$ cat config.mk
export PLATFORM = sky130hd
export DESIGN_NAME = bev_top
export DESIGN_NICKNAME = d
export VERILOG_FILES = /design/src/common/bev_pkg.sv /design/src/hdl/bev_order_capture.sv /design/src/barrel/barrel_bridge.sv /design/src/hdl/bev_judge.sv /design/src/hdl/bev_top.sv
export SDC_FILE = /design/constraint.sdc
export NUM_CORES = 1
export LEC_CHECK = 0
export ABC_AREA = 1
export CAP_MARGIN = 20
export CORE_MARGIN = 2
export CORE_UTILIZATION = 68
export CTS_CLUSTER_SIZE = 10
export DETAILED_ROUTE_END_ITERATION = 8
export DONT_BUFFER_PORTS = 1
export PLACE_DENSITY_LB_ADDON = 0.2
export REMOVE_ABC_BUFFERS = 1
export SLEW_MARGIN = 20
export SYNTH_ARGS = -nofsm -noshare
export SYNTH_HDL_FRONTEND = slang
export SYNTH_HIERARCHICAL = 1
export SYNTH_SLANG_ARGS = --single-unit
$ cat constraint.sdc
create_clock -name clk -period 3.9 [get_ports clk]
set_clock_uncertainty 0.05 [all_clocks]
set_input_delay 0.195 -clock clk [delete_from_list [all_inputs] [get_ports clk]]
set_output_delay 0.195 -clock clk [all_outputs]
set_load 0.05 [all_outputs]
$ cat src/common/bev_pkg.sv
package bev_pkg;

    // ==============================
    // widths and volumes
    // ==============================
    localparam int ING_W       = 12;
    localparam int DAY_FIELD_W = 8;
    localparam int BOX_W       = 8;
    localparam int CMD_W       = 9;
    // recipe amounts never exceed a large cup
    localparam int REC_W       = 10;

    localparam logic [REC_W-1:0] ML_L = 10'd960;
    localparam logic [REC_W-1:0] ML_M = 10'd720;
    localparam logic [REC_W-1:0] ML_S = 10'd480;

    // ==============================
    // enums
    // ==============================
    // supply is still decoded so it can be rejected
    typedef enum logic [1:0] {
        make_drink,
        supply,
        check_date
    } action_e;

    typedef enum logic [2:0] {
        black_tea,
        milk_tea,
        extra_milk_tea,
        green_tea,
        green_milk_tea,
        pineapple_juice,
        super_pineapple_tea,
        super_pineapple_milk_tea
    } bev_type_e;

    typedef enum logic [1:0] {
        l,
        m,
        s
    } bev_size_e;

    // ing_of kept for code compatibility only
    typedef enum logic [1:0] {
        no_err,
        no_exp,
        no_ing,
        ing_of
    } err_e;

    // ==============================
    // command bus views
    // ==============================
    typedef struct packed {
        logic [3:0] month;
        logic [4:0] day;
    } date_t;

    typedef struct packed {
        logic [CMD_W-3:0] pad;
        action_e          value;
    } cmd_act_t;

    typedef struct packed {
        logic [CMD_W-4:0] pad;
        bev_type_e        value;
    } cmd_type_t;

    typedef struct packed {
        logic [CMD_W-3:0] pad;
        bev_size_e        value;
    } cmd_size_t;

    typedef struct packed {
        logic [CMD_W-BOX_W-1:0] pad;
        logic [BOX_W-1:0]       box_no;
    } cmd_box_t;

    // one bus word, meaning picked by the active strobe
    typedef union packed {
        cmd_act_t  act;
        cmd_type_t bev;
        cmd_size_t size;
        date_t     date;
        cmd_box_t  box;
    } cmd_data_u;

    // ==============================
    // records
    // ==============================
    // memory word layout, msb first
    typedef struct packed {
        logic [ING_W-1:0]       black_tea;
        logic [ING_W-1:0]       green_tea;
        logic [DAY_FIELD_W-1:0] month;
        logic [ING_W-1:0]       milk;
        logic [ING_W-1:0]       pineapple_juice;
        logic [DAY_FIELD_W-1:0] day;
    } barrel_t;

    typedef struct packed {
        logic [REC_W-1:0] black_tea;
        logic [REC_W-1:0] green_tea;
        logic [REC_W-1:0] milk;
        logic [REC_W-1:0] pineapple_juice;
    } recipe_t;

    typedef struct packed {
        action_e          act;
        bev_type_e        bev;
        bev_size_e        size;
        date_t            today;
        logic [BOX_W-1:0] box_no;
    } order_t;

    // amounts per drink, split as halves and quarters of the cup
    function automatic recipe_t recipe(input bev_type_e bev, input bev_size_e size);
        logic [REC_W-1:0] full;
        logic [REC_W-1:0] half;
        logic [REC_W-1:0] quarter;
        recipe_t          r;
        case (size)
            l:       full = ML_L;
            m:       full = ML_M;
            s:       full = ML_S;
            default: full = '0;
        endcase
        half    = full >> 1;
        quarter = full >> 2;
        r       = '0;
        case (bev)
            black_tea:       r.black_tea = full;
            milk_tea: begin
                r.black_tea = full - quarter;
                r.milk      = quarter;
            end
            extra_milk_tea: begin
                r.black_tea = half;
                r.milk      = half;
            end
            green_tea:       r.green_tea = full;
            green_milk_tea: begin
                r.green_tea = half;
                r.milk      = half;
            end
            pineapple_juice: r.pineapple_juice = full;
            super_pineapple_tea: begin
                r.black_tea       = half;
                r.pineapple_juice = half;
            end
            default: begin
                // super pineapple milk tea
                r.black_tea       = half;
                r.milk            = quarter;
                r.pineapple_juice = quarter;
            end
        endcase
        return r;
    endfunction

endpackage

$ cat src/hdl/bev_order_capture.sv
`timescale 1ns/1ps

module bev_order_capture (
    input  logic                clk,
    input  logic                inf,
    input  logic                sel_action_valid,
    input  logic                type_valid,
    input  logic                size_valid,
    input  logic                date_valid,
    input  logic                box_no_valid,
    input  bev_pkg::cmd_data_u  d,
    input  logic                out_valid,
    output bev_pkg::order_t     order,
    output logic                order_valid
);

    typedef enum logic [1:0] {
        st_idle,
        st_make,
        st_check,
        st_wait
    } state_e;

    state_e state;
    state_e state_n;
    logic   box_take;

    // box number closes the command in either action
    assign box_take = box_no_valid && (state == st_make || state == st_check);

    // ==============================
    // action fsm
    // ==============================
    always_comb begin
        state_n = state;
        case (state)
            st_idle: begin
                if (sel_action_valid) begin
                    case (d.act.value)
                        bev_pkg::make_drink: state_n = st_make;
                        bev_pkg::check_date: state_n = st_check;
                        // supply dropped, no order issued
                        bev_pkg::supply:     state_n = st_idle;
                        default:             state_n = st_idle;
                    endcase
                end
            end
            st_make, st_check: begin
                if (box_take) begin
                    state_n = st_wait;
                end
            end
            default: begin
                if (out_valid) begin
                    state_n = st_idle;
                end
            end
        endcase
    end

    always_ff @(posedge clk or negedge inf) begin
        if (!inf) begin
            state       <= st_idle;
            order_valid <= 1'b0;
        end else begin
            state       <= state_n;
            order_valid <= box_take;
        end
    end

    // field latches, one view of d per strobe
    always_ff @(posedge clk) begin
        if (state == st_idle && sel_action_valid) begin
            order.act <= d.act.value;
        end
        if (state == st_make && type_valid) begin
            order.bev <= d.bev.value;
        end
        if (state == st_make && size_valid) begin
            order.size <= d.size.value;
        end
        if ((state == st_make || state == st_check) && date_valid) begin
            order.today <= d.date;
        end
        if (box_take) begin
            order.box_no <= d.box.box_no;
        end
    end

endmodule

$ cat src/barrel/barrel_bridge.sv
`timescale 1ns/1ps

module barrel_bridge (
    input  logic                          clk,
    input  logic                          inf,
    input  bev_pkg::order_t               order,
    input  logic                          order_valid,
    input  logic                          wr_req,
    input  bev_pkg::barrel_t              wr_data,
    input  logic                          c_out_valid,
    input  bev_pkg::barrel_t              c_data_r,
    output logic                          c_in_valid,
    output logic [bev_pkg::BOX_W-1:0]     c_addr,
    output logic                          c_r_wb,
    output bev_pkg::barrel_t              c_data_w,
    output bev_pkg::barrel_t              barrel,
    output logic                          rd_done,
    output logic                          wr_done
);

    // ==============================
    // request side
    // ==============================
    // c_r_wb holds until the answer, so it also marks what is outstanding
    always_ff @(posedge clk or negedge inf) begin
        if (!inf) begin
            c_in_valid <= 1'b0;
            c_r_wb     <= 1'b1;
        end else begin
            c_in_valid <= order_valid || wr_req;
            if (order_valid) begin
                c_r_wb <= 1'b1;
            end else if (wr_req) begin
                c_r_wb <= 1'b0;
            end
        end
    end

    // address taken from the order, reused by the write back
    always_ff @(posedge clk) begin
        if (order_valid) begin
            c_addr <= order.box_no;
        end
        if (wr_req) begin
            c_data_w <= wr_data;
        end
    end

    // ==============================
    // answer side
    // ==============================
    always_ff @(posedge clk or negedge inf) begin
        if (!inf) begin
            rd_done <= 1'b0;
            wr_done <= 1'b0;
        end else begin
            rd_done <= c_out_valid && c_r_wb;
            wr_done <= c_out_valid && !c_r_wb;
        end
    end

    // keep the read word stable for the judge
    always_ff @(posedge clk) begin
        if (c_out_valid && c_r_wb) begin
            barrel <= c_data_r;
        end
    end

endmodule

$ cat src/hdl/bev_judge.sv
`timescale 1ns/1ps

module bev_judge (
    input  logic               clk,
    input  logic               inf,
    input  bev_pkg::order_t    order,
    input  logic               rd_done,
    input  bev_pkg::barrel_t   barrel,
    input  logic               wr_done,
    output logic               wr_req,
    output bev_pkg::barrel_t   wr_data,
    output logic               out_valid,
    output bev_pkg::err_e      err_msg,
    output logic               complete
);

    bev_pkg::recipe_t                  rec;
    logic [bev_pkg::DAY_FIELD_W-1:0]   today_m;
    logic [bev_pkg::DAY_FIELD_W-1:0]   today_d;
    logic [bev_pkg::ING_W:0]           bt_left;
    logic [bev_pkg::ING_W:0]           gt_left;
    logic [bev_pkg::ING_W:0]           mk_left;
    logic [bev_pkg::ING_W:0]           pj_left;
    logic                              expired;
    logic                              short_ing;
    bev_pkg::err_e                     err_c;
    bev_pkg::err_e                     v_err;
    bev_pkg::action_e                  v_act;
    logic                              judged;
    logic                              need_wr;

    // ==============================
    // decision
    // ==============================
    assign rec     = bev_pkg::recipe(order.bev, order.size);
    assign today_m = bev_pkg::DAY_FIELD_W'(order.today.month);
    assign today_d = bev_pkg::DAY_FIELD_W'(order.today.day);

    assign expired = (today_m > barrel.month) ||
                     (today_m == barrel.month && today_d > barrel.day);

    // top bit is the borrow
    assign bt_left = {1'b0, barrel.black_tea} - (bev_pkg::ING_W + 1)'(rec.black_tea);
    assign gt_left = {1'b0, barrel.green_tea} - (bev_pkg::ING_W + 1)'(rec.green_tea);
    assign mk_left = {1'b0, barrel.milk} - (bev_pkg::ING_W + 1)'(rec.milk);
    assign pj_left = {1'b0, barrel.pineapple_juice}
                   - (bev_pkg::ING_W + 1)'(rec.pineapple_juice);

    assign short_ing = bt_left[bev_pkg::ING_W] | gt_left[bev_pkg::ING_W] |
                       mk_left[bev_pkg::ING_W] | pj_left[bev_pkg::ING_W];

    // expiry wins over shortage
    always_comb begin
        if (expired) begin
            err_c = bev_pkg::no_exp;
        end else if (order.act == bev_pkg::make_drink && short_ing) begin
            err_c = bev_pkg::no_ing;
        end else begin
            err_c = bev_pkg::no_err;
        end
    end

    // ==============================
    // verdict and response
    // ==============================
    assign need_wr = (v_act == bev_pkg::make_drink) && (v_err == bev_pkg::no_err);

    always_ff @(posedge clk or negedge inf) begin
        if (!inf) begin
            judged    <= 1'b0;
            wr_req    <= 1'b0;
            out_valid <= 1'b0;
            v_err     <= bev_pkg::no_err;
            v_act     <= bev_pkg::make_drink;
        end else begin
            judged    <= rd_done;
            wr_req    <= rd_done && order.act == bev_pkg::make_drink &&
                         err_c == bev_pkg::no_err;
            // no write: right after the verdict, else after the write lands
            out_valid <= (judged && !need_wr) || wr_done;
            if (rd_done) begin
                v_err <= err_c;
                v_act <= order.act;
            end
        end
    end

    // reduced contents, dates kept
    always_ff @(posedge clk) begin
        if (rd_done) begin
            wr_data.black_tea       <= bt_left[bev_pkg::ING_W-1:0];
            wr_data.green_tea       <= gt_left[bev_pkg::ING_W-1:0];
            wr_data.month           <= barrel.month;
            wr_data.milk            <= mk_left[bev_pkg::ING_W-1:0];
            wr_data.pineapple_juice <= pj_left[bev_pkg::ING_W-1:0];
            wr_data.day             <= barrel.day;
        end
    end

    assign err_msg  = out_valid ? v_err : bev_pkg::no_err;
    assign complete = out_valid && (v_err == bev_pkg::no_err);

endmodule

$ cat src/hdl/bev_top.sv
`timescale 1ns/1ps

module bev_top (
    input  logic                       clk,
    input  logic                       inf,
    input  logic                       sel_action_valid,
    input  logic                       type_valid,
    input  logic                       size_valid,
    input  logic                       date_valid,
    input  logic                       box_no_valid,
    input  bev_pkg::cmd_data_u         d,
    input  logic                       c_out_valid,
    input  bev_pkg::barrel_t           c_data_r,
    output logic                       c_in_valid,
    output logic [bev_pkg::BOX_W-1:0]  c_addr,
    output logic                       c_r_wb,
    output bev_pkg::barrel_t           c_data_w,
    output logic                       out_valid,
    output bev_pkg::err_e              err_msg,
    output logic                       complete
);

    bev_pkg::order_t  order;
    logic             order_valid;
    bev_pkg::barrel_t barrel;
    logic             rd_done;
    logic             wr_done;
    logic             wr_req;
    bev_pkg::barrel_t wr_data;

    // ==============================
    // stages
    // ==============================
    bev_order_capture u_capture (
        .clk              (clk),
        .inf              (inf),
        .sel_action_valid (sel_action_valid),
        .type_valid       (type_valid),
        .size_valid       (size_valid),
        .date_valid       (date_valid),
        .box_no_valid     (box_no_valid),
        .d                (d),
        .out_valid        (out_valid),
        .order            (order),
        .order_valid      (order_valid)
    );

    barrel_bridge u_bridge (
        .clk         (clk),
        .inf         (inf),
        .order       (order),
        .order_valid (order_valid),
        .wr_req      (wr_req),
        .wr_data     (wr_data),
        .c_out_valid (c_out_valid),
        .c_data_r    (c_data_r),
        .c_in_valid  (c_in_valid),
        .c_addr      (c_addr),
        .c_r_wb      (c_r_wb),
        .c_data_w    (c_data_w),
        .barrel      (barrel),
        .rd_done     (rd_done),
        .wr_done     (wr_done)
    );

    bev_judge u_judge (
        .clk       (clk),
        .inf       (inf),
        .order     (order),
        .rd_done   (rd_done),
        .barrel    (barrel),
        .wr_done   (wr_done),
        .wr_req    (wr_req),
        .wr_data   (wr_data),
        .out_valid (out_valid),
        .err_msg   (err_msg),
        .complete  (complete)
    );

endmodule

Yosys cells after proc, flatten, opt, wreduce, memory -nomap -nowiden
Cells that the tools add are included.
{"block": "op_classes", "add_sub_neg": 5, "n_lt_le_gt_ge": 2, "eq_ne": 14, "muxes": 15, "n_bitwise": 3, "n_reduce_logical": 36}
{"cell": "one-hot mux 10 bit (3 select lines)", "count": 3}
{"cell": "subtractor 12 x 10 -> 13 bit", "count": 3}
{"cell": "one-hot mux 10 bit (2 select lines)", "count": 1}
{"cell": "one-hot mux 9 bit (2 select lines)", "count": 1}
{"cell": "logical AND 1 bit", "count": 14}
{"cell": "logical NOT 2 bit", "count": 7}
{"cell": "subtractor 12 x 9 -> 13 bit", "count": 1}
{"cell": "2-to-1 mux 2 bit", "count": 6}
{"cell": "subtractor 10 x 8 -> 10 bit", "count": 1}
{"cell": "== test 3 bit, second input constant", "count": 3}
{"cell": "== test 4 x 8 -> 1 bit", "count": 1}
{"cell": "greater-than comparator 4 x 8 -> 1 bit", "count": 1}
{"cell": "greater-than comparator 5 x 8 -> 1 bit", "count": 1}
{"cell": "one-hot mux 2 bit (2 select lines)", "count": 2}
{"cell": "== test 2 bit, second input constant", "count": 3}
{"cell": "== test 3 x 2 -> 1 bit, second input constant", "count": 2}
{"cell": "OR reduction 5 bit", "count": 1}
{"cell": "== test 2 x 1 -> 1 bit, second input constant", "count": 2}
{"cell": "logical OR 1 bit", "count": 4}
{"cell": "OR reduction 2 bit", "count": 2}
{"cell": "OR reduction 4 bit", "count": 1}
{"cell": "== test 3 x 1 -> 1 bit, second input constant", "count": 1}
{"cell": "logical NOT 3 bit", "count": 1}
{"cell": "OR 1 bit", "count": 3}
{"cell": "8 further kinds", "count": 10}
{"block": "word_totals", "reg_bits": 238, "in_bits": 81, "output_inout_bits": 78, "word_cells": 111}

Logic depth before layout (Yosys ltp)
{"block": "depth", "depth_word": 13, "ltp_mapped": 20, "ltp_nobuf": 20}

By module
Netlist, hierarchy kept.
{"module": "bev_judge", "n_inst": 1, "cells_each": 537, "area_each_um2": 4689.5, "seq_area_each_um2": 2097.0}
{"module": "barrel_bridge", "n_inst": 1, "cells_each": 149, "area_each_um2": 4219.0, "seq_area_each_um2": 4185.3}
{"module": "bev_order_capture", "n_inst": 1, "cells_each": 64, "area_each_um2": 973.4, "seq_area_each_um2": 795.8}

Worst setup path before layout
OpenSTA, ideal clock, no wires.
{"block": "synth_timing", "kind": "reg-to-reg", "from": "register u_bridge.c_r_wb", "to": "register, netlist name u_bridge/barrel[0]", "setup_ps": 419, "t_arrival_ps": 2047, "t_required_ps": 3431, "slack_ps": 1384, "stages_incl_launch_ff": 3, "n_path_buf": 0, "synth_period_minus_slack_ps": 2516, "cell_sequence": "dfstp_2 > nand2_1 > inv_1"}
{"block": "synth_via", "elab_chain_cells": 1}
{"element": "start, declared", "line_no": "barrel_bridge.sv:14", "source": "output logic c_r_wb,"}
{"element": "start signal, assigned", "line_no": "barrel_bridge.sv:28", "source": "c_r_wb <= 1'b1;"}
{"element": "start signal, assigned", "line_no": "barrel_bridge.sv:32", "source": "c_r_wb <= 1'b1;"}
{"element": "start signal, assigned", "line_no": "barrel_bridge.sv:34", "source": "c_r_wb <= 1'b0;"}
{"element": "logical AND 1 bit", "line_no": "barrel_bridge.sv:64", "source": "if (c_out_valid && c_r_wb) begin"}
No other way between the ends.
A chain may end at the register's enable or synchronous reset.

Final worst setup path
{"block": "layout_timing", "from": "register, netlist name u_capture/order[17]", "to": "register u_judge.v_err[1]"}
{"block": "layout_via", "elab_chain_cells": 11, "elab_cells_between_ends": 19, "classes_between": "5 x add/sub; 2 x eq/ne; 7 x mux; 3 x bitwise; 2 x reduce/logical"}
{"element": "== test 2 bit (tied with other cells)", "line_no": "bev_pkg.sv:123", "source": "case (size)"}
{"element": "one-hot mux 10 bit (3 select lines) *", "line_no": "bev_pkg.sv:123"}
{"element": "subtractor 10 x 8 -> 10 bit", "line_no": "bev_pkg.sv:135", "source": "r.black_tea = full - quarter;"}
{"element": "one-hot mux 10 bit (3 select lines)", "line_no": "bev_pkg.sv:132", "source": "case (bev)"}
{"element": "subtractor 12 x 10 -> 13 bit", "line_no": "bev_judge.sv:43", "source": "assign bt_left = {1'b0, barrel.black_tea} - (bev_pkg::ING_W + 1)'(rec.black_tea);"}
{"element": "OR 1 bit (2 in series)", "line_no": "bev_judge.sv:49", "source": "assign short_ing = bt_left[bev_pkg::ING_W] | gt_left[bev_pkg::ING_W] |"}
{"element": "OR 1 bit *", "line_no": "bev_judge.sv:50", "source": "mk_left[bev_pkg::ING_W] | pj_left[bev_pkg::ING_W];"}
{"element": "logical AND 1 bit *", "line_no": "bev_judge.sv:56", "source": "end else if (order.act == bev_pkg::make_drink && short_ing) begin"}
{"element": "2-to-1 mux 2 bit *", "line_no": "bev_judge.sv:56"}
{"element": "2-to-1 mux 2 bit *", "line_no": "bev_judge.sv:54", "source": "if (expired) begin"}
{"element": "end signal, assigned", "line_no": "bev_judge.sv:73", "source": "v_err <= bev_pkg::no_err;"}
{"element": "end signal, assigned", "line_no": "bev_judge.sv:82", "source": "v_err <= err_c;"}
{"element": "end, declared", "line_no": "bev_judge.sv:27", "source": "bev_pkg::err_e v_err;"}
Mark *: on every way between the ends. The rest lies on a longest branch, timed or not.

==> flow_summary.ini <==
[run_status]
status = finished, final reports clean

[logic_synthesis]
synth_compound_area_frac = 0.0463
yosysWarnings = 6
synthSimpleGateAreaFrac = 0.0952
netlist_instances = 750
synthDistinctLibCells = 37
post_synth.cell_area_avg_um2 = 13.2
synth_fa_ha_area_frac = 0.0701
synth_top_family_by_area = simple AND/OR/NAND/NOR gates
synth_area_um2 = 9880
async_flop_share = 0.0588
synth-edff-count = 224
synthXorXnorAreaFrac = 0.0230
synth-seq-cells = 238
synth_ff_type = edfxtp_1
yosysSeqAreaShare = 0.716
synth_mux_area_frac = 0

[setup_path]
critPathLaunchType = flop
critPathKind = flop to flop
cp_common_cell = nand2_1
critPathMaxStageDelay_ps = 420
critical_path.max_fanout = 12
path_cells = ha_1 > inv_1 > o21ai_0 > inv_1 > a22oi_1 > ha_1 > a21oi_1 > nand2_1 > nand2_1 > nand3_1 > nand2_1 > inv_1 > nand2_1 > nand2_1 > nand2_1
r2r_cells = 15
worst_ep_required_time_ps = 4320
slowest_stage = ha_1
critPathLaunch = u_capture/order[17]
end_kind = flop
reg2reg_from = u_capture/order[17]
arrival_ps = 3540

[placed_design]
routabilityCongestion = 0.904
io_buffers = 0
dpl_worst_slack_ps = 945
dp_hpwl_um = 13100

[floorplan]
row_count = 44
die-area_um2 = 15500
coreArea_um2 = 14400
initial_core_util = 0.688
die_h_um = 125
die_w_um = 125
top_level_ports = 159

[global_route]
grt-ovfl-total = 0
grt_pass1_vias = 6251
grt_pass1_wl_um = 32200
grt_usage = 0.273
antenna_found_initial = 3
grt_max_degree = 38

[clock_network]
path_clk_slew_ps = 60
ctsResizeCount = 0
cts_buffers = 27
clk_latency_ps = 540
cts_sinks = 238
clockRootBuffer = clkbuf_16
h-tree-depth = 1
clockBufferDepth = 3
cts_tree = yes

[routing]
vias = 6101
final_antenna_net_count = 0
drt_first_pass_iters = 7
wl_per_cell_um = 20.0
via_per_inst = 5.70
drc_errors = 0
drt_iter0_markers = 514
drt_wl_total_um = 21400

[cells_and_area]
multiInputGateArea_um2 = 2320
layout_common_cells = edfxtp_1 (224), nand2_1 (147), inv_1 (122)
fin_nets = 996
nFillCells = 735
drive_gt1_frac = 0.0657
seq_area_um2 = 7080
syn_to_final_growth_pct = 18.7
final_common_cell = edfxtp_1

[sta]
finalSetupTns_ps = 0
finalHoldViolations = 0
fin_crit_sh = 0.798
period_needed_ps = 3110
layout_setup_ws_ps = 787
maxSlewViolCount = 0
worst-slew-pin-transition_ps = 988
max_slew_margin = 0.342
final-setup-viol-count = 0
fmax_ghz = 0.321
rsz0062_at_grt = no

[hold_path]
hold_class = input port to async pin

[flow_run]
cap_violations = 0

[power_and_ir_drop]
vdd_ir_drop_max_v = 0.000648
p_leak_nw = 4.70
p_per_area_nw_per_um2 = 690
==> repair_timing <==
item | CTS | global route
hold endpoints to repair | 113 | 0
setup buffers | 0 | 0
hold buffers | 80 | 0
==> cell families (layout without fill, tap and decap cells) <==
kind of cell / Yosys count / in the layout
buffers and inverters: 129 / 262
AOI/OAI and AO/OA: 73 / 73
other: 0 / 3
DFF: 238 / 238
xor gates and xnor gates: 26 / 26
adders and majority gates: 53 / 53
and+or+nand+nor: 231 / 231
==> worst max-delay path: cells and delay by family, from the launching register on <==
family / cells / cell delay [ps]
AO/OA/AOI/OAI: 3 / 810
adder cells (fa/ha/maj): 2 / 760
buffers and inverters: 3 / 440
flip-flops: 1 / 390
AND/OR/NAND/NOR: 7 / 600
==> stage by stage <==
step | total power (W) | cell area (µm²) | utilization | std cells | hold WS (ps)
detailed placement | 0.00571 | 10100 | 0.706 | 937 | -150
finish | 0.00810 | 11700 | 0.817 | 1070 | 80.4
global placement | 0.00559 | 10100 | 0.706 | 937 | -150
global route | 0.00843 | 11700 | 0.817 | 1070 | 99.0
CTS | 0.00801 | 11700 | 0.816 | 1067 | 50.0
floorplan | 0.00526 | 9880 | - | 749 | -151
==> layer usage <==
layer,share of wire,global-route usage,up-vias,wire (µm)
met2,0.51,0.487,327,11000
met3,0.069,0.0537,71,1480
met4,0.048,0.134,0,1030
met5,0,0,-,0
li1,-,-,2784,-
met1,0.37,0.314,2919,7910
==> sequential cells by signal, summed over array words and instances (netlist names), 2 cells and up <==
register and cells:
u_bridge/barrel 64, u_bridge/c_addr 8, u_bridge/c_data_w 64, u_capture/order 24
u_capture/state 2, u_judge/v_act 2, u_judge/v_err 2, u_judge/wr_data 64
==> synth_stat cells (3+ instances only) <==
cell type	count	share of area
edfxtp_1	224	0.68
nand2_1	147	0.056
inv_1	123	0.047
ha_1	49	0.062
nor2_1	46	0.017
a21oi_1	22	0.011
nand3_1	21	0.011
xor2_1	16	0.014
o21ai_0	15	0.0076
dfrtp_1	13	0.033
xnor2_1	10	0.0089
o22ai_1	9	0.0057
o21ai_2	5	0.0044
a22oi_1	4	0.0030
fa_1	4	0.0081
inv_2	4	0.0015
nand2_2	4	0.0025
a31oi_1	3	0.0019
nand3b_1	3	0.0023
nor3_1	3	0.0015
o21ai_1	3	0.0015
==> cell type report <==
cell class	instances	area share
flip-flops and latches	238	0.603
multi-input cells	383	0.198
repair buffers	84	0.0708
clock buffers	49	0.0646
inverters	128	0.0410
well taps	184	0.0196
clock inverters	1	0.00171
diodes	3	0.000640
==> path summary, 6_finish.rpt <==
path	end	slack [ps]
worst max-delay path	u_judge/v_err[1]	790
worst min-delay path	u_bridge/c_in_valid	80
worst max register to register	u_judge/v_err[1]	790
worst min register to register	u_bridge/c_data_w[48]	370
max in group asynchronous	u_bridge/rd_done	3250
min in group clk	u_capture/order[9]	80
==> power breakdown <==
part	internal, W	switching [W]
Clock	0.00131	0.000941
Combinational	0.000560	0.00109
Sequential	0.00359	0.000619
No activity file was read; power rests on OpenSTA's default activity.
